$ cat src/rtl/rvdiv_defines.svh
`ifndef RVDIV_DEFINES_SVH
`define RVDIV_DEFINES_SVH

// operand width, one word
`define DIV_XLEN       32

`define DIV_TAG_W      4

// response buffer entries, also the cap on requests in flight
`define DIV_FIFO_DEPTH 4

// wide enough for a full pipe plus a full buffer
`define DIV_CNT_W      ($clog2(`DIV_XLEN + 2 + `DIV_FIFO_DEPTH + 1))

`endif

$ cat src/rtl/rvdiv_pkg.sv
`default_nettype none
`include "rvdiv_defines.svh"

package rvdiv_pkg;

    typedef struct packed {
        logic [`DIV_XLEN-1:0]  dividend;
        logic [`DIV_XLEN-1:0]  divisor;
        logic                  is_signed; // 0 for divu/remu
        logic                  want_rem;  // 0 selects quotient
        logic [`DIV_TAG_W-1:0] tag;
    } div_req_t;

    typedef struct packed {
        logic [`DIV_XLEN-1:0]  result;
        logic [`DIV_TAG_W-1:0] tag;
    } div_rsp_t;

    typedef struct packed {
        logic                  valid;
        logic [`DIV_XLEN-1:0]  rem;      // partial remainder
        logic [`DIV_XLEN-1:0]  quot;
        logic [`DIV_XLEN-1:0]  dvd;      // dividend bits not yet consumed, msb first
        logic [`DIV_XLEN-1:0]  dvs;      // divisor magnitude
        logic                  neg_quot;
        logic                  neg_rem;
        logic                  want_rem;
        logic [`DIV_TAG_W-1:0] tag;
    } div_stage_t;

endpackage

`default_nettype wire

$ cat src/rtl/div_result_fifo.sv
`timescale 1ns/10ps
`default_nettype none
`include "rvdiv_defines.svh"

module div_result_fifo
    import rvdiv_pkg::*;
(
    input  logic     clk,
    input  logic     rstn,
    input  logic     wr_valid,
    input  div_rsp_t wr_data,
    output logic     out_valid,
    input  logic     out_ready,
    output div_rsp_t rsp
);

    localparam int DEPTH = `DIV_FIFO_DEPTH;
    localparam int PTR_W = $clog2(DEPTH);
    localparam int CNT_W = $clog2(DEPTH + 1);

    div_rsp_t         mem [DEPTH];
    logic [PTR_W-1:0] wr_ptr;
    logic [PTR_W-1:0] rd_ptr;
    logic [CNT_W-1:0] count;
    logic             rd_en;

    function automatic logic [PTR_W-1:0] next_ptr(input logic [PTR_W-1:0] p);
        return (p == PTR_W'(DEPTH - 1)) ? '0 : p + 1'b1;
    endfunction

    assign rd_en     = out_valid & out_ready;
    assign out_valid = (count != '0);
    assign rsp       = mem[rd_ptr]; // head entry

    always_ff @(posedge clk) begin
        if (wr_valid) begin
            mem[wr_ptr] <= wr_data;
        end
    end

    always_ff @(posedge clk or negedge rstn) begin
        if (!rstn) begin
            wr_ptr <= '0;
            rd_ptr <= '0;
            count  <= '0;
        end else begin
            if (wr_valid) begin
                wr_ptr <= next_ptr(wr_ptr);
            end
            if (rd_en) begin
                rd_ptr <= next_ptr(rd_ptr);
            end
            if (wr_valid && !rd_en) begin
                count <= count + 1'b1;
            end else if (rd_en && !wr_valid) begin
                count <= count - 1'b1;
            end
        end
    end

endmodule

`default_nettype wire

$ cat config.mk
export PLATFORM = sky130hd
export DESIGN_NAME = div_result_fifo
export DESIGN_NICKNAME = d
export VERILOG_FILES = /design/src/rtl/rvdiv_pkg.sv /design/src/rtl/div_result_fifo.sv
export VERILOG_INCLUDE_DIRS = /design/src /design/src/rtl
export SDC_FILE = /design/constraint.sdc
export NUM_CORES = 1
export LEC_CHECK = 0
export ABC_AREA = 0
export BUFFER_PORTS_ARGS = -buffer_cell sky130_fd_sc_hd__buf_2
export CORE_ASPECT_RATIO = 2
export CORE_MARGIN = 2
export CORE_UTILIZATION = 50
export DETAILED_ROUTE_END_ITERATION = 8
export PLACE_DENSITY = 0.71
export SYNTH_ARGS = -nofsm -noshare
export SYNTH_HDL_FRONTEND = slang
export SYNTH_SLANG_ARGS = --single-unit
$ cat constraint.sdc
create_clock -name clk -period 2.2 [get_ports clk]
set_input_delay 0.44 -clock clk [delete_from_list [all_inputs] [get_ports clk]]
set_output_delay 0.44 -clock clk [all_outputs]
set_load 0.05 [all_outputs]
==> run_results.csv, run 1 <==
group,metric,value,unit
power,p_leak,2.52,nW
global_routing,antenna_found_initial,0,
global_routing,grt_overflow,0,
power,seqPwrFrac,34.0,%
flow_run,max-cap-violations,0,
timing,finalSetupViolCount,30,
timing,drv_slew,0,
yosys,yosysSeqAreaShare,80.1,%
timing,hold_slack,241,ps
global_routing,grt_pass1_vias,2809,
timing,skew,5.30,ps
clock_tree,htreeDepth,4,
setup_path,critPathLaunchType,"flip-flop",
clock_tree,clk_pin_slew,60,ps
finish,antenna_cells,0,
worst_hold_path,hold_class,"input pin to flip-flop",
setup_path,required,1760,ps
floorplanning,dieWidth,79.0,um
power,clkPwrFrac,23.7,%
power,p_total,11.4,mW
clock_tree,clockBufferDepth,2,
yosys,ys_warn_count,0,
run_status,outcome,"finished with violations",
finish,post-route-util,65.5,%
route,num_vias,2601,
power,comb_power_share,42.3,%
global_routing,grt_max_degree,37,
place,dpl_cell_area,6240,sq um
setup_path,cp-endpoint,"rsp[17]",
floorplanning,fp.coreArea,10900,sq um
timing,grt_setup_unrepaired,"yes",
finish,design_area,7170,sq um
setup_path,ff2ff_setup_slack,90,ps
global_routing,grt_pass1_wl,15100,um
route,drtAntennaViolNets,0,
yosys,ys_types,19,
power,p_int,7.35,mW
floorplanning,die_area,12200,sq um
route,drc_errors,0,
clock_tree,clock_sinks,151,
run_status,violations,"negative setup slack",
clock_tree,cts_tree,"done",
clock_tree,clock_latency,410,ps
timing,timing.final.crit_share,103,%
timing,tns,-410,ps
yosys,syn_inst,224,
timing,max_slew.worst_pin.slew,328,ps
floorplanning,rows,54,
finish,areaGrowthSynthToFinish,27.6,%
timing,period_needed,2260,ps
floorplanning,pin_count,77,
setup_path,worstRegToRegCells,8,
setup_path,crit_arrival,1820,ps
place,port_buffers,76,
finish,layout_common_cells,"144 x edfxtp_1, 40 x buf_2, 36 x mux4_2",
setup_path,worstSetupEndpointType,"primary output",
route,viasPerCell,5.43,
setup_path,startpoint,"rd_ptr[0]",
power,ir_drop,0.801,mV
global_routing,grt_use_total,17.6,%
power,switchingPower,4.01,mW
setup_path,r2r-end,"count[2]",
finish,final_common_cell,"edfxtp_1",
yosys,synth-seq-cells,151,
finish,final_nets,374,
yosys,syn_area_per_cell,25.1,sq um
route,drt_iter0_drc,231,
place,place_congestion,0.690,
clock_tree,clk_root_buffer_cell,"clkbuf_16",
finish,final.fill_count,731,
timing,setup_slack,-56.9,ps
yosys,synth_area,5620,sq um
timing,slew_headroom,78.1,%
setup_path,crit_fanout,8,
power,power.share.switching,35.3,%
floorplanning,die_h,154,um
place,post-dp-hpwl,5700,um
clock_tree,cts_buffers,17,
setup_path,worstSetupPathType,"flip-flop to primary output",
route,post_drt_wl_per_cell,21.5,um
setup_path,worstReg2RegStart,"count[0]",
power,p_per_area,1580,nW/um^2
yosys,syn_nets,271,
timing,hold_viol_final,0,
timing,fmax,443,MHz
route,firstDrtPassIters,4,
finish,drive_gt1_share,49.3,%
route,wl,10300,um
floorplanning,start_util,51.3,%
==> per-stage QoR <==
step | instances | setup slack [ps]
floorplan | 224 | 90.1
global placement | 441 | 180
detailed placement | 441 | 54.6
CTS | 478 | -117
global route | 479 | -101
finish | 479 | -56.9
==> power groups by stage <==
stage	combinational (mW)	sequential (mW)	clock, mW
after floorplan	3.09	3.86	0
after global placement	3.87	3.87	0
after detailed placement	3.89	3.91	0
after CTS	4.60	3.87	2.74
after global routing	5.01	3.90	2.85
final	4.81	3.86	2.69
==> synth_stat cells <==
master    instances  share of area, %
ha_1              6               1.3
nand2_1           3              0.20
o21ai_0           2              0.18
buf_6             1              0.20
buf_12            1              0.36
xor2_1            2              0.31
buf_4             1              0.13
buf_8             1              0.27
mux2_2            3              0.60
nor2_1            3              0.20
mux4_2           36                14
xnor2_1           1              0.16
fa_1              1              0.36
dfrtp_1           7               3.1
buf_2             4              0.36
and2_1            4              0.45
edfxtp_1        144                77
inv_1             3              0.20
or3_4             1              0.20
==> worst min path at each step <==
stage | start | end | slack, ps | depth (start not counted)
CTS | wr_data[9] | mem[3][9] | 230 | 1
global route | wr_data[30] | mem[2][30] | 230 | 1
global placement | rstn | wr_ptr[1] | 280 | 1
finish | wr_data[15] | mem[2][15] | 240 | 1
floorplan | rstn | count[0] | 140 | 0
detailed placement | rstn | wr_ptr[1] | 280 | 1
==> state kept, by name, indices dropped and copies added (netlist names) <==
signal / cells
wr_ptr: 2
rd_ptr: 2
count: 3
mem: 144
==> cell families after synthesis <==
group | share of synthesized area [%]
fa+ha+maj | 1.69
compound gates | 0.178
mux | 15.0
simple gates | 1.05
buf+inv | 1.51
xor+xnor | 0.468
flops | 80.1
==> area by class of cell <==
type | count | area [sq um] | area share (%)
sequential | 151 | 4500 | 62.8
multi-input combinational | 62 | 1040 | 14.5
timing repair buffer | 92 | 880 | 12.3
clock buffer | 17 | 425 | 5.93
tap | 140 | 175 | 2.44
clock inverter | 14 | 135 | 1.88
inverter | 3 | 11.3 | 0.157
==> critical path: stages (launching register included) <==
cell     delay [ps]
dfrtp_2         370
buf_12          140
buf_12          150
mux4_2          560
buf_6           180
==> layer usage <==
| metal | GRT usage, % | vias to the layer above | part of all wire, % |
|---|---|---|---|
| li1 | - | 1145 | - |
| met1 | 20.2 | 1355 | 36 |
| met2 | 30.1 | 79 | 57 |
| met3 | 4.75 | 22 | 4.2 |
| met4 | 8.87 | 0 | 3.2 |
| met5 | 0 | - | 0 |
==> what timing repair did <==
action / in CTS / in global routing
setup buffers: 3 / 1
setup endpoints to repair: 36 / 37
hold buffers: 1 / 0
gates resized for setup: 57 / 34
cloned: 2 / 2
endpoints found under the hold margin: 7 / 0
No activity file was read; power rests on OpenSTA's default activity.
==> run 2, diff against run 1 <==
--- a/config.mk
+++ b/config.mk
@@ -8,11 +8,15 @@
 export LEC_CHECK = 0
 export ABC_AREA = 0
 export BUFFER_PORTS_ARGS = -buffer_cell sky130_fd_sc_hd__buf_2
+export CELL_PAD_IN_SITES_DETAIL_PLACEMENT = 2
+export CELL_PAD_IN_SITES_GLOBAL_PLACEMENT = 2
 export CORE_ASPECT_RATIO = 2
 export CORE_MARGIN = 2
-export CORE_UTILIZATION = 50
+export CORE_UTILIZATION = 46
+export CTS_BUF_LIST = sky130_fd_sc_hd__clkbuf_4
 export DETAILED_ROUTE_END_ITERATION = 8
-export PLACE_DENSITY = 0.71
+export PLACE_DENSITY_LB_ADDON = 0.1
+export SLEW_MARGIN = 20
 export SYNTH_ARGS = -nofsm -noshare
 export SYNTH_HDL_FRONTEND = slang
 export SYNTH_SLANG_ARGS = --single-unit
==> run 2 against run 1 <==
Against the previous run:
- non-clock buffer count rose by 5
- sequential power is essentially flat
- largest cell class unchanged
- register-to-register slack better by 50 ps
- largest power group unchanged
- sequential share of layout area is 2.2 points higher
- critical path type unchanged
- highest routed layer unchanged
- maximum frequency fell by 5.5%
- clock skew rose by 18 ps
- core utilization down 8.0 points
- the flow still finishes with violations (negative setup slack)
- via count increased by 5.8%
- design area is 3.3% lower
- clock power decreased by 39%
- power decreased by 7.4%
- global-route usage up 4.4 points
==> run_results.csv, run 2 (synthesis gave the netlist of run 1 again) <==
group,metric,value,unit
global_routing,grt_use_total,22.0,%
route,drc_errors,0,
power,p_total,10.5,mW
setup_path,r2r-end,"count[2]",
global_routing,grt_overflow,0,
setup_path,critPathLaunchType,"flip-flop",
clock_tree,clk_pin_slew,140,ps
timing,max_slew.worst_pin.slew,354,ps
setup_path,worstSetupEndpointType,"primary output",
clock_tree,cts_buffers,17,
timing,setup_slack,-189,ps
clock_tree,htreeDepth,4,
setup_path,crit_arrival,1950,ps
place,place_congestion,0.705,
power,p_per_area,1520,nW/um^2
setup_path,startpoint,"rd_ptr[0]",
clock_tree,clock_latency,530,ps
clock_tree,cts_tree,"done",
place,post-dp-hpwl,7670,um
finish,layout_common_cells,"144 x edfxtp_1, 40 x buf_2, 36 x mux4_2",
setup_path,ff2ff_setup_slack,140,ps
route,viasPerCell,5.59,
flow_run,max-cap-violations,0,
finish,stdcell_count,492,
finish,final_common_cell,"edfxtp_1",
setup_path,worstRegToRegCells,8,
floorplanning,start_util,46.6,%
route,post_drt_wl_per_cell,26.9,um
timing,finalSetupViolCount,36,
global_routing,grt_max_degree,35,
run_status,violations,"negative setup slack",
run_status,outcome,"finished with violations",
floorplanning,pin_count,77,
finish,largestRegisters,"mem x144, count x3",
timing,slew_headroom,76.4,%
clock_tree,clockBufferDepth,2,
worst_hold_path,hold_class,"input pin to flip-flop",
setup_path,worstReg2RegStart,"count[0]",
worst_hold_path,hold_depth,1,
place,dp_cells,449,
power,p_leak,2.42,nW
timing,drv_slew,0,
floorplanning,die_area,13200,sq um
floorplanning,rows,57,
finish,post-route-util,57.5,%
timing,period_needed,2390,ps
finish,top_register,"mem",
global_routing,grt_pass1_wl,19900,um
route,num_vias,2752,
timing,timing.final.crit_share,109,%
clock_tree,clock_sinks,151,
timing,skew,23.4,ps
finish,final_nets,379,
setup_path,worstSetupPathType,"flip-flop to primary output",
place,port_buffers,76,
timing,fmax,419,MHz
timing,hold_slack,124,ps
route,firstDrtPassIters,4,
place,pre_cts_ws,86.7,ps
finish,largest_reg_flops,144,
setup_path,cp-endpoint,"rsp[21]",
global_routing,antenna_found_initial,1,
route,wl,13200,um
setup_path,required,1760,ps
floorplanning,fp.coreArea,12100,sq um
setup_path,crit_fanout,5,
floorplanning,die_h,160,um
global_routing,grt_pass1_vias,3131,
finish,drive_gt1_share,50.9,%
floorplanning,dieWidth,82.2,um
clock_tree,clk_root_buffer_cell,"clkbuf_4",
timing,grt_setup_unrepaired,"yes",
route,drt_iter0_drc,173,
finish,areaGrowthSynthToFinish,23.4,%
power,ir_drop,0.958,mV
route,drtAntennaViolNets,0,
timing,hold_viol_final,0,
[run 2: what timing repair did]
action / 4_1_cts / 5_1_grt
buffers inserted: 6 / 2
resized for setup: 82 / 8
endpoints found under the hold margin: 7 / 0
pin swaps: 0 / 2
hold buffers: 1 / 0
gates cloned: 3 / 1
setup endpoints to repair: 36 / 37
[run 2: worst min path at each step]
| stage | endpoint | start |
|---|---|---|
| finish | mem[1][17] | wr_data[17] |
| global route | mem[0][16] | wr_data[16] |
| CTS | mem[0][16] | wr_data[16] |
| detailed placement | count[1] | rstn |
| global placement | count[1] | rstn |
| floorplan | count[0] | rstn |
[run 2: critical path: stages (launching register included)]
cell and delay, ps:
dfrtp_2 440, buf_4 160, buf_12 120, mux4_2 540, buf_8 170
[run 2: per-stage QoR]
| step | setup TNS (ps) | area [sq um] |
|---|---|---|
| 6_report | -5600 | 6930 |
| 5_1_grt | -9180 | 6930 |
| 4_1_cts | -8360 | 6900 |
| 3_5_place_dp | 0 | 6240 |
| 3_3_place_gp | 0 | 6240 |
| 2_1_floorplan | 0 | 5620 |
[run 2: where the power goes]
group / leakage, nW / switching [mW] / internal (mW) / total [mW]
clock: 0.140 / 1.06 / 0.588 / 1.65
sequential: 1.40 / 0.195 / 3.70 / 3.89
combinational: 0.876 / 2.91 / 2.07 / 4.97
[run 2: area by class of cell]
cell class,count,area [sq um]
Clock inverter,14,141
Tap cell,147,184
Fill cell,979,5120
Multi-Input combinational cell,62,1050
Sequential cell,151,4500
Timing Repair Buffer,97,908
Clock buffer,17,128
Antenna cell,1,2.50
Inverter,3,11.3
[run 2: per-layer routing]
metal	wire length (um)	GRT usage (%)	vias to the layer above	share of wire (%)
met4	160	5.98	0	1.2
met5	0	0	-	0
met3	589	4.89	14	4.5
met1	4880	27.1	1481	37
li1	-	-	1163	-
met2	7590	38.5	94	57
==> run 3, diff against run 2 <==
==> constraint.sdc (replaced) <==
create_clock -name clk -period 2.2 [get_ports clk]
set_input_delay 0.22 -clock clk [delete_from_list [all_inputs] [get_ports clk]]
set_output_delay 0.22 -clock clk [all_outputs]
set_load 0.05 [all_outputs]
==> run 3 against run 2 <==
Against the previous run:
- the run now ends clean
- wire length is 0.11% higher
- clock power is 35% higher
- setup slack better by 220 ps
- via count is 3.5% higher
- clock skew is 9.5 ps lower
- design area is 4.9% higher
- cell count is 6.9% higher
- critical path type unchanged
==> run_results.csv, run 3 (synthesis gave the netlist of run 1 again) <==
group,metric,value,unit
finish,final.fill_count,937,
global_routing,grt_overflow,0,
power,p_per_area,1480,nW/um^2
power,switchingPower,3.98,mW
power,seqPwrFrac,36.7,%
finish,final_common_cell,"edfxtp_1",
route,post_drt_wl_per_cell,25.2,um
floorplanning,die_area,13200,sq um
finish,post-route-util,60.3,%
timing,max_slew.worst_pin.slew,370,ps
place,post-dp-hpwl,8200,um
finish,final_nets,414,
setup_path,critPathLaunchType,"flip-flop",
clock_tree,clk_pin_slew,120,ps
route,wl,13200,um
flow_run,max-cap-violations,0,
setup_path,worstSetupPathType,"flip-flop to primary output",
floorplanning,fp.coreArea,12100,sq um
setup_path,worstSetupEndpointType,"primary output",
floorplanning,start_util,46.6,%
finish,drive_gt1_share,45.2,%
place,place_congestion,0.678,
route,drt_iter0_drc,162,
route,viasPerCell,5.41,
route,drc_errors,0,
clock_tree,clk_root_buffer_cell,"clkbuf_4",
timing,drv_slew,0,
run_status,outcome,"completed",
setup_path,required,1980,ps
power,clkPwrFrac,20.7,%
finish,largest_reg_flops,144,
power,p_int,6.75,mW
timing,hold_viol_final,0,
clock_tree,clockBufferDepth,2,
place,pre_cts_ws,30.3,ps
global_routing,grt_use_total,22.3,%
timing,skew,14.0,ps
route,num_vias,2847,
clock_tree,clock_sinks,151,
setup_path,crit_fanout,5,
finish,top_register,"mem",
timing,slew_headroom,75.3,%
global_routing,grt_pass1_vias,3225,
worst_hold_path,hold_class,"input pin to flip-flop",
timing,period_needed,2170,ps
timing,grt_setup_unrepaired,"yes",
finish,areaGrowthSynthToFinish,29.4,%
power,p_leak,2.57,nW
setup_path,crit_arrival,1950,ps
floorplanning,pin_count,77,
power,power.share.switching,37.1,%
global_routing,grt_pass1_wl,20200,um
clock_tree,clock_latency,520,ps
timing,fmax,461,MHz
finish,layout_common_cells,"144 x edfxtp_1, 43 x buf_2, 39 x dlygate4sd3_1",
place,port_buffers,76,
finish,largestRegisters,"mem x144, count x3",
timing,tns,0,ps
floorplanning,die_h,160,um
global_routing,antenna_found_initial,1,
timing,finalSetupViolCount,0,
clock_tree,cts_buffers,17,
timing,timing.final.crit_share,98.6,%
timing,setup_slack,30.9,ps
power,comb_power_share,42.7,%
floorplanning,dieWidth,82.2,um
clock_tree,cts_tree,"done",
route,drtAntennaViolNets,0,
clock_tree,htreeDepth,4,
global_routing,grt_max_degree,33,
floorplanning,rows,57,
power,ir_drop,0.852,mV
route,firstDrtPassIters,6,
-- run 3: cell types whose count changed in the layout (fill, tap and decap cells not counted), sizes merged --
cell	before	now
clkinvlp	3	2
buf	95	93
dlygate4sd3	1	39
inv	10	3
bufinv	1	7
-- run 3: stage by stage --
stage                     instances  power [mW]  cell area [sq um]  hold slack (ps)
final                           526        10.7               7270             69.3
after global routing            526        11.2               7270             15.7
after CTS                       520        10.8               7230             35.9
after detailed placement        450        7.98               6260             66.8
after global placement          450        7.85               6260             60.4
after floorplan                 224        6.95               5620            -75.6
-- run 3: power by group through the flow --
stage / Clock, mW / Sequential (mW) / Combinational [mW]
after floorplan: 0 / 3.86 / 3.09
after global placement: 0 / 3.98 / 3.88
after detailed placement: 0 / 4.04 / 3.94
after CTS: 2.28 / 3.98 / 4.55
after global routing: 2.37 / 3.99 / 4.81
final: 2.22 / 3.94 / 4.58
-- run 3: final timing paths --
path | start | endpoint | slack, ps | cells past startpoint
worst min-delay path | out_ready | rd_ptr[1] | 70 | 3
worst max-delay path | rd_ptr[0] | rsp[32] | 30 | 3
max in group asynchronous | rstn | rd_ptr[0] | 1240 | 3
worst min register to register | count[2] | count[2] | 490 | 1
min in group asynchronous | rstn | wr_ptr[0] | 660 | 3
worst max register to register | count[0] | count[2] | 100 | 8
-- run 3: worst max-delay path, cell delays in order, from the launching register on --
cell and delay, ps:
dfrtp_4 500, buf_4 200, mux4_2 520, buf_4 210
-- run 3: final cells by class --
cell class                 count  area (sq um)  share of cell area (%)
clock inverter                12           251                    3.46
multi-input combinational     62          1040                    14.4
clock buffer                  18           135                    1.86
tap                          147           184                    2.53
sequential                   151          4510                    62.0
inverter                       3          11.3                   0.155
antenna                        1          2.50                  0.0344
timing repair buffer         132          1140                    15.6
-- run 3: routing by layer --
layer  vias to the layer above  global-route usage, %  routed length (um)  part of all wire [%]
li1                       1230                      -                   -                     -
met1                      1536                   27.8                5140                    39
met2                        69                   38.3                7570                    57
met3                        12                   4.04                 365                   2.8
met4                         0                   7.73                 152                   1.1
met5                         -                      0                   0                     0
-- run 3: repair_timing --
action                                 CTS  global route
hold buffers                            39             0
setup endpoints to repair               35            35
gates resized for setup                 62             0
endpoints found under the hold margin  152             0
buffers inserted                         1             5
