===== config.mk =====
export PLATFORM = sky130hd
export DESIGN_NAME = div_occupancy_counter
export DESIGN_NICKNAME = d
export VERILOG_FILES = /design/src/rtl/div_occupancy_counter.sv
export VERILOG_INCLUDE_DIRS = /design/src /design/src/rtl
export SDC_FILE = /design/constraint.sdc
export NUM_CORES = 1
export LEC_CHECK = 0
export CAP_MARGIN = 20
export CORE_AREA = 3 3 40 42
export CTS_CLUSTER_DIAMETER = 150
export DETAILED_ROUTE_END_ITERATION = 10
export DIE_AREA = 0 0 43 45
export DONT_BUFFER_PORTS = 1
export SYNTH_ARGS = -nofsm -noshare
export SYNTH_HDL_FRONTEND = slang
export SYNTH_SLANG_ARGS = --single-unit

===== constraint.sdc =====
create_clock -name clk -period 3.8 [get_ports clk]
set_clock_uncertainty 0.1 [all_clocks]
set_input_delay 0.76 -clock clk [delete_from_list [all_inputs] [get_ports clk]]
set_output_delay 0.76 -clock clk [all_outputs]
set_load 0.1 [all_outputs]

===== src/rtl/rvdiv_defines.svh =====
`ifndef RVDIV_DEFINES_SVH
`define RVDIV_DEFINES_SVH

// operand width, one word
`define DIV_XLEN       32

`define DIV_TAG_W      4

// response buffer entries, also the cap on requests in flight
`define DIV_FIFO_DEPTH 4

// wide enough for a full pipe plus a full buffer
`define DIV_CNT_W      ($clog2(`DIV_XLEN + 2 + `DIV_FIFO_DEPTH + 1))

`endif


===== src/rtl/div_occupancy_counter.sv =====
`timescale 1ns/10ps
`default_nettype none
`include "rvdiv_defines.svh"

module div_occupancy_counter (
    input  logic clk,
    input  logic rstn,
    input  logic accept,
    input  logic deliver,
    output logic in_ready
);

    logic [`DIV_CNT_W-1:0] count; // in pipe plus in buffer

    // never more in flight than the buffer can hold
    assign in_ready = (count < `DIV_FIFO_DEPTH);

    always_ff @(posedge clk or negedge rstn) begin
        if (!rstn) begin
            count <= '0;
        end else if (accept && !deliver) begin
            count <= count + 1'b1;
        end else if (deliver && !accept) begin
            count <= count - 1'b1;
        end
    end

endmodule

`default_nettype wire


==> results of run 1 <==
==> where the power goes <==
group          internal [mW]  switching [mW]  leakage, nW
logic                  0.120           0.139        0.134
clock network         0.0355          0.0201       0.0138
registers             0.0981          0.0518       0.0715
==> cells in the final DEF, fill, tap and decap left out, types with 2 or more instances in the layout <==
cell type                  count
sky130_fd_sc_hd__xor2_1        2
sky130_fd_sc_hd__nand2_1       3
sky130_fd_sc_hd__clkbuf_4      3
sky130_fd_sc_hd__ha_1          5
sky130_fd_sc_hd__o21ai_1       2
sky130_fd_sc_hd__a21oi_1       3
sky130_fd_sc_hd__xnor2_1       2
sky130_fd_sc_hd__inv_1         2
sky130_fd_sc_hd__dfrtp_1       6
sky130_fd_sc_hd__a21o_1        2
==> metrics by stage <==
stage / hold WS (ps) / area [um^2] / cells / setup slack (ps) / utilization, %
2_1_floorplan: 364 / 470 / 44 / 755 / -
6_report: 116 / 517 / 62 / 1550 / 40.2
4_1_cts: 103 / 517 / 62 / 1560 / 40.2
3_3_place_gp: 365 / 494 / 59 / 1330 / 38.5
3_5_place_dp: 365 / 494 / 59 / 1290 / 38.5
5_1_grt: 97.9 / 517 / 62 / 1450 / 40.2
==> per-layer routing <==
layer,up-vias,track usage [%]
li1,174,-
met1,154,12.6
met2,5,13.8
met3,2,2.79
met4,0,9.04
met5,-,0
==> final cells by class <==
cell class                 count  share of cell area [%]
clock buffer                   3                    4.36
tap                           15                    3.63
sequential                     6                    29.1
timing repair buffer           1                    1.45
inverter                       2                    1.45
multi-input combinational     35                    60.0
==> final timing paths <==
path / start / end / slack, ps / cells past startpoint
max: deliver / count[5]$_DFFE_PN0P_ / 1550 / 8
min: rstn / count[2]$_DFFE_PN0P_ / 120 / 0
max reg2reg: count[4]$_DFFE_PN0P_ / count[5]$_DFFE_PN0P_ / 2010 / 5
min reg2reg: count[2]$_DFFE_PN0P_ / count[2]$_DFFE_PN0P_ / 480 / 2
max in group asynchronous: rstn / count[0]$_DFFE_PN0P_ / 3410 / 0
min in group clk: count[2]$_DFFE_PN0P_ / count[2]$_DFFE_PN0P_ / 480 / 2
==> logic make-up (layout without fill, tap and decap cells) <==
kind of cell / count (synthesis) / count (layout) / synth area share (%)
compound gates: 14 / 14 / 22.4
simple gates: 10 / 10 / 13.5
fa+ha+maj: 6 / 6 / 17.8
flops: 6 / 6 / 32.3
xor+xnor: 4 / 4 / 7.55
buf+inv: 3 / 6 / 4.04
mux: 1 / 1 / 2.43
==> worst register-to-register path: cells and delay by family, from the launching register on <==
| kind | cells | cell delay, ps |
|---|---|---|
| compound gates | 3 | 700 |
| fa+ha+maj | 1 | 370 |
| flops | 1 | 420 |
| simple gates | 1 | 90 |
==> qor.yml, run 1 <==
drt:
  vias_per_cell: 5.40
  detailed_route_drc_error_count: 0
  drt_pre_antenna_iters: 2
  route.layer.met1.wl_um: 366
  drtIter0Drc: 3
  route.antenna.remaining_nets: 0
  vias: 335
  route.final.wire_length_um: 741
  dr_wl_met2_um: 330
  avgRoutedWirePerCell_um: 12.0
  met3WireLength_um: 31
  dr.max_layer_used: "met4"
outcome:
  outcome: "finished clean"
worst_setup_path:
  cp-start-kind: "input pin"
  worstPathBufferInverterCount: 2
  timing.setup.critical_path_class: "input pin to flip-flop"
  worst_path_largest_cell_delay_ps: 320
  timing.critical_path.max_delay_family: "compound AO/OA/AOI/OAI gates"
  critical_path_required_ps: 3820
  cp-end-kind: "flip-flop"
  crit_arrival_ps: 2270
  path_cells: "inv_1, ha_1, inv_1, ha_1, a211oi_2, or3b_1, nand4_1, a221o_1"
  timing.critical_path.slowest_stage_cell: "sky130_fd_sc_hd__ha_1"
  timing.critical_path.fanout_max: 5
sta:
  grt_setup_unrepaired: "no"
  setup_viol: 0
  final_hold_viol_count: 0
  min_period_ps: 2250
  timing.final.crit_share_pct: 59.2
  relSlewSlack_pct: 75.7
  max_slew_vio_count: 0
  max_freq_mhz: 445
  final.setup.tns_ps: 0
  timing_worst_slew_pin_value_ps: 364
cts:
  cts_tree: "yes"
  path_clk_slew_ps: 40
  clock_tree.buffer_depth: 2
  ctsHoldBuffers: 0
  worst_skew_pair_later_pin_latency_ps: 240
  tritoncts.num_buffers: 3
  numClockSinks: 6
  cells_resized_by_post_cts_repair: 0
  post_cts.repair.setup_buffers: 0
  cts_root_buf: "sky130_fd_sc_hd__clkbuf_4"
  cts-htree-levels: 1
yosys:
  number_of_flops_mapped_to_enable_cells_by_yosys: 0
  post-synth-top-area-fraction_pct: 32.3
  leading_cell_type_by_number_of_instances_after_synthesis: "sky130_fd_sc_hd__dfrtp_1"
  post_synth_inst_count: 44
  ys.flop_type: "sky130_fd_sc_hd__dfrtp_1"
  sequential_element_share_of_the_synthesized_area_pct: 32.3
  synth.largest_area_cell: "sky130_fd_sc_hd__dfrtp_1"
  postSynth.asyncResetShare_pct: 100
  synth-warning-count: 0
  syn-cell-area_um2: 464
  syn_nets: 54
  synth_top_cells_by_count: "sky130_fd_sc_hd__dfrtp_1 (6), sky130_fd_sc_hd__ha_1 (5), sky130_fd_sc_hd__a21oi_1 (3), sky130_fd_sc_hd__nand2_1 (3)"
  yosys_register_bits: 6
  synth.distinct_cells: 26
  syn_area_per_cell_um2: 10.5
  ys_top_cells_by_area: "sky130_fd_sc_hd__dfrtp_1 (32%), sky130_fd_sc_hd__ha_1 (13%), sky130_fd_sc_hd__fa_1 (4.3%), sky130_fd_sc_hd__xnor2_1 (3.8%), sky130_fd_sc_hd__xor2_1 (3.8%)"
layout:
  antenna-diode-count: 0
  area_taken_by_multi_input_logic_gates_um2: 310
  share_of_post_route_cells_with_drive_strength_above_1_pct: 21.3
  n_fill_cell: 128
  layout.area.seq_um2: 150
  top_register: "count"
  top_regs: "count: 6 flops"
  area_delta_synth_final_pct: 11.3
  final_net_count: 59
  largest_register_ffs: 6
power:
  power_leakage_nw: 0.219
  total_power_mw: 0.464
  powerDensity_nw_per_um2: 899
  power.ir.vdd_worst_mv: 0.313
floorplan:
  floorplan.initialDensity_pct: 36.1
  die_height_um: 45
  boundaryPins: 5
  chipWidth_um: 43
  core-area_um2: 1280
  core.rowCount: 13
  die_area_um2: 1940
grt:
  number_of_global_route_vias_before_repair: 320
  grt_max_degree: 12
  grt_overflow: 0
  grt.total_usage_pct: 9.98
  wire_length_of_the_first_global_routing_pass_mm: 1.39
  antenna_found_initial: 0
flow_run:
  drv.max_cap_violation_count: 0
place:
  count_of_buffers_inserted_at_the_top_level_ports: 0
  gp_routability_congestion: 0.733
  hpwl_um: 623
worst_hold_path:
  hp_class: "input pin to asynchronous set/reset pin"
No activity file was read; power rests on OpenSTA's default activity.
==> run 2: changes to the inputs <==
- clock period: 3.8 -> 1.8 ns (I/O delays scaled with it)
==> run 2 against run 1 <==
Against the previous run:
- cell area grew 22%
- setup slack worse by 1500 ps
- flip-flop and latch count stayed put
- sequential share of layout area is 5.0 points lower
- final cell count grew 9.7%
- first-iteration DRC count down 100%
- wire length is 15% higher
- critical path type is now flip-flop to flip-flop
- critical endpoint unchanged
==> qor.yml, run 2 (synthesized netlist as in run 1, its figures left out) <==
drt:
  drt_pre_antenna_iters: 1  # was 2
  vias_per_cell: 5.26  # was 5.40
  vias: 358  # was 335
  route.antenna.remaining_nets: 0  # unchanged
  avgRoutedWirePerCell_um: 12.5  # was 12.0 um
  detailed_route_drc_error_count: 0  # unchanged
  drtIter0Drc: 0  # was 3
  route.final.wire_length_um: 853  # was 741 um
sta:
  max_freq_mhz: 574
  relSlewSlack_pct: 81.1  # was 75.7%
  max_slew_vio_count: 0  # unchanged
  min_period_ps: 1740
  grt_setup_unrepaired: "yes"  # was no
  setup_slack_ps: 57.1  # was 1550 ps
  timing_worst_slew_pin_value_ps: 283  # was 364 ps
  setup_viol: 0  # unchanged
  timing.final.crit_share_pct: 96.8
  fin_hold_ws_ps: 320  # was 116 ps
  final_hold_viol_count: 0  # unchanged
grt:
  number_of_global_route_vias_before_repair: 373  # was 320
  grt.total_usage_pct: 10.4  # was 9.98%
  grt_util_met2_pct: 16.8  # was 13.8%
  grt_overflow: 0  # unchanged
  busiest_layer: "met2"  # unchanged
  antenna_found_initial: 0  # unchanged
  groute.layer.met1.usage_pct: 12.3  # was 12.6%
  wire_length_of_the_first_global_routing_pass_mm: 1.48  # was 1.39 mm
  globalRouteMet3Util_pct: 1.20  # was 2.79%
  grt_max_degree: 12  # unchanged
floorplan:
  floorplan.initialDensity_pct: 36.1  # unchanged
  core-area_um2: 1280  # unchanged
  die_area_um2: 1940  # unchanged
  die_height_um: 45  # unchanged
  boundaryPins: 5  # unchanged
  chipWidth_um: 43  # unchanged
  core.rowCount: 13  # unchanged
layout:
  area_delta_synth_final_pct: 35.6  # was 11.3%
  largest_register_ffs: 6  # unchanged
  commonest_cells_after_routing_fill_and_taps_aside: "sky130_fd_sc_hd__dfrtp_1 (5), sky130_fd_sc_hd__buf_4 (5), sky130_fd_sc_hd__nand2_1 (3), sky130_fd_sc_hd__ha_4 (3), sky130_fd_sc_hd__clkbuf_4 (3)"  # was sky130_fd_sc_hd__dfrtp_1 (6), sky130_fd_sc_hd__ha_1 (5), sky130_fd_sc_hd__a21oi_1 (3), sky130_fd_sc_hd__nand2_1 (3), sky130_fd_sc_hd__clkbuf_4 (3)
  final_net_count: 65  # was 59
  top_regs: "count: 6 flops"  # unchanged
  top_register: "count"  # unchanged
  layout.area.seq_um2: 151  # was 150 um^2
  n_fill_cell: 120  # was 128
  share_of_post_route_cells_with_drive_strength_above_1_pct: 41.5  # was 21.3%
  area_taken_by_multi_input_logic_gates_um2: 362  # was 310 um^2
  finalCoreUtilization_pct: 49.0  # was 40.2%
  antenna-diode-count: 0  # unchanged
  finalNonFillerCells: 68  # was 62
place:
  hpwl_um: 704  # was 623 um
  place_ws_ps: -153  # was 1290 ps
  placed_instances: 64  # was 59
  gp_routability_congestion: 0.769  # was 0.733
  count_of_buffers_inserted_at_the_top_level_ports: 0  # unchanged
worst_setup_path:
  critical_path_required_ps: 1810  # was 3820 ps
  timing.setup.critical_path_class: "flip-flop to flip-flop"  # was input pin to flip-flop
  reg2reg_setup_slack_ps: 60  # was 2010 ps
  cp-end-kind: "flip-flop"  # unchanged
  timing.critical_path.fanout_max: 4  # was 5
  timing.critical_path.slowest_stage_cell: "sky130_fd_sc_hd__dfrtp_1"  # was sky130_fd_sc_hd__ha_1
  crit_arrival_ps: 1750  # was 2270 ps
  path_cells: "ha_1, o211ai_2, o2111ai_1, nand4_1, a221o_1"  # was inv_1, ha_1, inv_1, ha_1, a211oi_2, or3b_1, nand4_1, a221o_1
  cp-start-kind: "flip-flop"  # was input pin
  worst_path_largest_cell_delay_ps: 420  # was 320 ps
cts:
  cts_tree: "yes"  # unchanged
  post_cts.repair.setup_buffers: 0  # unchanged
  cts_root_buf: "sky130_fd_sc_hd__clkbuf_4"  # unchanged
  tritoncts.num_buffers: 3  # unchanged
  cts-htree-levels: 1  # unchanged
  worst_skew_pair_later_pin_latency_ps: 230  # was 240 ps
  numClockSinks: 6  # unchanged
  path_clk_slew_ps: 40  # about the same
  clock_tree.buffer_depth: 2  # unchanged
flow_run:
  drv.max_cap_violation_count: 0  # unchanged
power:
  power.clock.fraction_pct: 9.7  # was 12.0%
  power_leakage_nw: 0.251  # was 0.219 nW
  swShare_pct: 42.8  # was 45.4%
  total_power_mw: 1.19  # was 0.464 mW
  power_frac_seq_pct: 28.3  # was 32.3%
  power.ir.vdd_worst_mv: 0.680  # was 0.313 mV
  powerDensity_nw_per_um2: 1890  # was 899 nW/um^2
  combPwrFrac_pct: 62.0  # was 55.8%
  power.net_switching_mw: 0.509  # was 0.211 mW
  internal-power_mw: 0.680  # was 0.254 mW
outcome:
  outcome: "finished clean"  # unchanged
worst_hold_path:
  hp_class: "input pin to flip-flop"  # was input pin to asynchronous set/reset pin
## run 2: final cells by class
| cell class | instances | area share, % |
|---|---|---|
| Multi-Input combinational cell | 35 | 57.5 |
| Inverter | 2 | 1.19 |
| Sequential cell | 6 | 24.1 |
| Tap cell | 15 | 2.98 |
| Timing Repair Buffer | 7 | 10.7 |
| Clock buffer | 3 | 3.58 |
## run 2: final timing paths
kind / start / end / cells after the start
worst max-delay path: count[4]$_DFFE_PN0P_ / count[5]$_DFFE_PN0P_ / 5
worst min-delay path: accept / count[0]$_DFFE_PN0P_ / 2
worst max register to register: count[4]$_DFFE_PN0P_ / count[5]$_DFFE_PN0P_ / 5
worst min register to register: count[0]$_DFFE_PN0P_ / count[0]$_DFFE_PN0P_ / 1
max in group asynchronous: rstn / count[0]$_DFFE_PN0P_ / 1
min in group asynchronous: rstn / count[5]$_DFFE_PN0P_ / 1
## run 2: metal layers
layer,wire length [um],vias to the layer above
met3,7,0
met4,0,0
met5,0,-
met2,427,3
li1,-,183
met1,418,172
## run 2: through the flow
stage                     cell area [um^2]  TNS [ps]
final                                  629         0
after global routing                   629     -19.9
after CTS                              602         0
after detailed placement               569      -191
after global placement                 569      -116
after floorplan                        504      -212
## run 2: timing repair
action | in CTS | in global routing
endpoints found under the hold margin | 6 | 0
setup endpoints to repair | 0 | 2
hold buffers | 1 | 0
gates resized for setup | 0 | 5
## run 2: worst max-delay path, delay by kind of cell (launching register included)
family	cells	cell delay [ps]
simple gates	1	110
flops	1	420
fa+ha+maj	1	370
compound gates	3	620
## run 2: power groups by stage
stage | logic (mW) | registers (mW) | clock network (mW)
2_1_floorplan | 0.496 | 0.301 | 0
3_3_place_gp | 0.645 | 0.317 | 0
3_5_place_dp | 0.670 | 0.325 | 0
4_1_cts | 0.677 | 0.323 | 0.122
5_1_grt | 0.816 | 0.347 | 0.135
6_report | 0.737 | 0.336 | 0.116
==> run 3: changes to the inputs <==
==> constraint.sdc (replaced) <==
create_clock -name clk -period 1.8 [get_ports clk]
set_clock_uncertainty 0.1 [all_clocks]
set_input_delay 0.18 -clock clk [delete_from_list [all_inputs] [get_ports clk]]
set_output_delay 0.18 -clock clk [all_outputs]
set_load 0.1 [all_outputs]
==> run 3 against run 2 <==
Against the previous run:
- worst hold slack lost 180 ps
- non-clock buffer count grew 7
- global-route usage grew 1.3 points
- register-to-register slack gained 60 ps
- flip-flop and latch count is the same
- critical endpoint unchanged
==> qor.yml, run 3 (synthesized netlist as in run 1, its figures left out) <==
sta:
  timing_worst_slew_pin_value_ps: 290  # was 283 ps
  max_freq_mhz: 593  # was 574 MHz
  max_slew_vio_count: 0  # unchanged
  setup_viol: 0  # unchanged
  grt_setup_unrepaired: "no"  # was yes
  relSlewSlack_pct: 80.7  # was 81.1%
  timing.final.crit_share_pct: 93.7  # was 96.8%
  final_hold_viol_count: 0  # unchanged
  min_period_ps: 1690  # was 1740 ps
cts:
  post_cts.repair.setup_buffers: 0  # unchanged
  tritoncts.num_buffers: 3  # unchanged
  cts-htree-levels: 1  # unchanged
  cts_root_buf: "sky130_fd_sc_hd__clkbuf_4"  # unchanged
  worst_skew_pair_later_pin_latency_ps: 250  # was 230 ps
  path_clk_slew_ps: 50  # was 40 ps
  cts_tree: "yes"  # unchanged
  numClockSinks: 6  # unchanged
  clock_tree.buffer_depth: 2  # unchanged
floorplan:
  die_height_um: 45  # unchanged
  boundaryPins: 5  # unchanged
  die_area_um2: 1940  # unchanged
  core-area_um2: 1280  # unchanged
  chipWidth_um: 43  # unchanged
  core.rowCount: 13  # unchanged
  floorplan.initialDensity_pct: 36.1  # unchanged
drt:
  route.final.wire_length_um: 948  # was 853 um
  vias: 381  # was 358
  route.antenna.remaining_nets: 0  # unchanged
  vias_per_cell: 5.08  # was 5.26
  drtIter0Drc: 3  # was 0
  drt_pre_antenna_iters: 2  # was 1
  avgRoutedWirePerCell_um: 12.6  # was 12.5 um
  detailed_route_drc_error_count: 0  # unchanged
layout:
  top_register: "count"  # unchanged
  area_delta_synth_final_pct: 38.0  # was 35.6%
  final_net_count: 72  # was 65
  share_of_post_route_cells_with_drive_strength_above_1_pct: 43.3  # was 41.5%
  largest_register_ffs: 6  # unchanged
  top_regs: "count: 6 flops"  # unchanged
  commonest_cells_after_routing_fill_and_taps_aside: "sky130_fd_sc_hd__buf_4 (13), sky130_fd_sc_hd__dfrtp_1 (5), sky130_fd_sc_hd__ha_1 (4)"  # was sky130_fd_sc_hd__dfrtp_1 (5), sky130_fd_sc_hd__buf_4 (5), sky130_fd_sc_hd__nand2_1 (3), sky130_fd_sc_hd__ha_4 (3), sky130_fd_sc_hd__clkbuf_4 (3)
  antenna-diode-count: 0  # unchanged
  stdcell_area_um2: 641  # was 629 um^2
  final_common_cell: "sky130_fd_sc_hd__buf_4"
worst_setup_path:
  timing.setup.critical_path_class: "flip-flop to flip-flop"  # unchanged
  rr_startpoint: "count[1]$_DFFE_PN0P_"  # was count[4]$_DFFE_PN0P_
  critical_path_required_ps: 1830  # was 1810 ps
  timing.critical_path.fanout_max: 3  # was 4
  cp-start-kind: "flip-flop"  # unchanged
  critical_path.startpoint: "count[1]$_DFFE_PN0P_"  # was count[4]$_DFFE_PN0P_
  crit_arrival_ps: 1720  # was 1750 ps
  cp-end-kind: "flip-flop"  # unchanged
place:
  hpwl_um: 744  # was 704 um
  count_of_buffers_inserted_at_the_top_level_ports: 0  # unchanged
  dpl-instance-area_um2: 584  # was 569 um^2
  gp_routability_congestion: 0.660  # was 0.769
flow_run:
  drv.max_cap_violation_count: 0  # unchanged
worst_hold_path:
  hp_class: "input pin to asynchronous set/reset pin"  # was input pin to flip-flop
power:
  total_power_mw: 1.21  # was 1.19 mW
  power_leakage_nw: 0.282  # was 0.251 nW
  power.ir.vdd_worst_mv: 0.694  # was 0.680 mV
  powerDensity_nw_per_um2: 1880  # was 1890 nW/um^2
grt:
  number_of_global_route_vias_before_repair: 395  # was 373
  wire_length_of_the_first_global_routing_pass_mm: 1.61  # was 1.48 mm
  grt_overflow: 0  # unchanged
  antenna_found_initial: 0  # unchanged
  grt.total_usage_pct: 11.7  # was 10.4%
  grt_max_degree: 11  # was 12
outcome:
  outcome: "finished clean"  # unchanged
[run 3: cell types whose count changed in the layout (fill, tap and decap cells not counted)]
cell / change
sky130_fd_sc_hd__fa_2: -1
sky130_fd_sc_hd__fa_1: +1
sky130_fd_sc_hd__o2111ai_1: -1
sky130_fd_sc_hd__ha_1: +2
sky130_fd_sc_hd__o2111ai_2: +1
sky130_fd_sc_hd__a211oi_4: -1
sky130_fd_sc_hd__inv_2: -1
sky130_fd_sc_hd__inv_1: +1
sky130_fd_sc_hd__ha_4: -2
sky130_fd_sc_hd__buf_4: +8
sky130_fd_sc_hd__a211oi_2: +1
sky130_fd_sc_hd__buf_12: -1
[run 3: per-stage QoR]
stage	setup WS [ps]	utilization (%)	hold WS [ps]	setup TNS [ps]	instances
2_1_floorplan	7.36	-	-216	0	44
3_3_place_gp	-24.3	45.5	-215	-24.3	71
3_5_place_dp	-35.2	45.5	-215	-62.3	71
4_1_cts	50.1	48.0	139	0	75
5_1_grt	35.4	49.9	166	0	75
6_report	113	49.9	140	0	75
[run 3: final cells by class]
cell class	count	area, um^2
clock buffer	3	22.5
fill	115	644
inverter	2	7.51
multi-input combinational	35	333
sequential	6	151
tap	15	18.8
timing repair buffer	14	108
[run 3: timing repair]
item / CTS / global route
resized for setup: 0 / 4
endpoints found under the hold margin: 6 / 0
hold buffers: 1 / 0
setup endpoints to repair: 0 / 1
[run 3: worst paths after layout]
check,endpoint,slack [ps],cells past startpoint
worst min register to register,count[1]$_DFFE_PN0P_,490,1
worst max register to register,count[5]$_DFFE_PN0P_,110,6
min in group clk,count[4]$_DFFE_PN0P_,290,3
max in group asynchronous,count[1]$_DFFE_PN0P_,1230,1
worst min-delay path,count[5]$_DFFE_PN0P_,140,1
worst max-delay path,count[5]$_DFFE_PN0P_,110,6
[run 3: worst max-delay path: stages, from the launching register on]
cell,delay [ps]
sky130_fd_sc_hd__dfrtp_2,430
sky130_fd_sc_hd__ha_4,280
sky130_fd_sc_hd__a211oi_2,70
sky130_fd_sc_hd__buf_4,140
sky130_fd_sc_hd__o2111ai_2,170
sky130_fd_sc_hd__nand4_1,110
sky130_fd_sc_hd__a221o_1,260
[run 3: report_power, final]
part	leakage, nW	internal (mW)	switching (mW)
Sequential	0.0705	0.209	0.0918
Combinational	0.197	0.406	0.375
Clock	0.0138	0.0755	0.0504
[run 3: per-layer routing]
| metal | track usage [%] | wire [um] | part of all wire [%] |
|---|---|---|---|
| met5 | 0 | 0 | 0 |
| met4 | 9.04 | 34 | 3.6 |
| met3 | 2.39 | 35 | 3.7 |
| met2 | 18.6 | 448 | 47 |
| met1 | 13.9 | 430 | 45 |
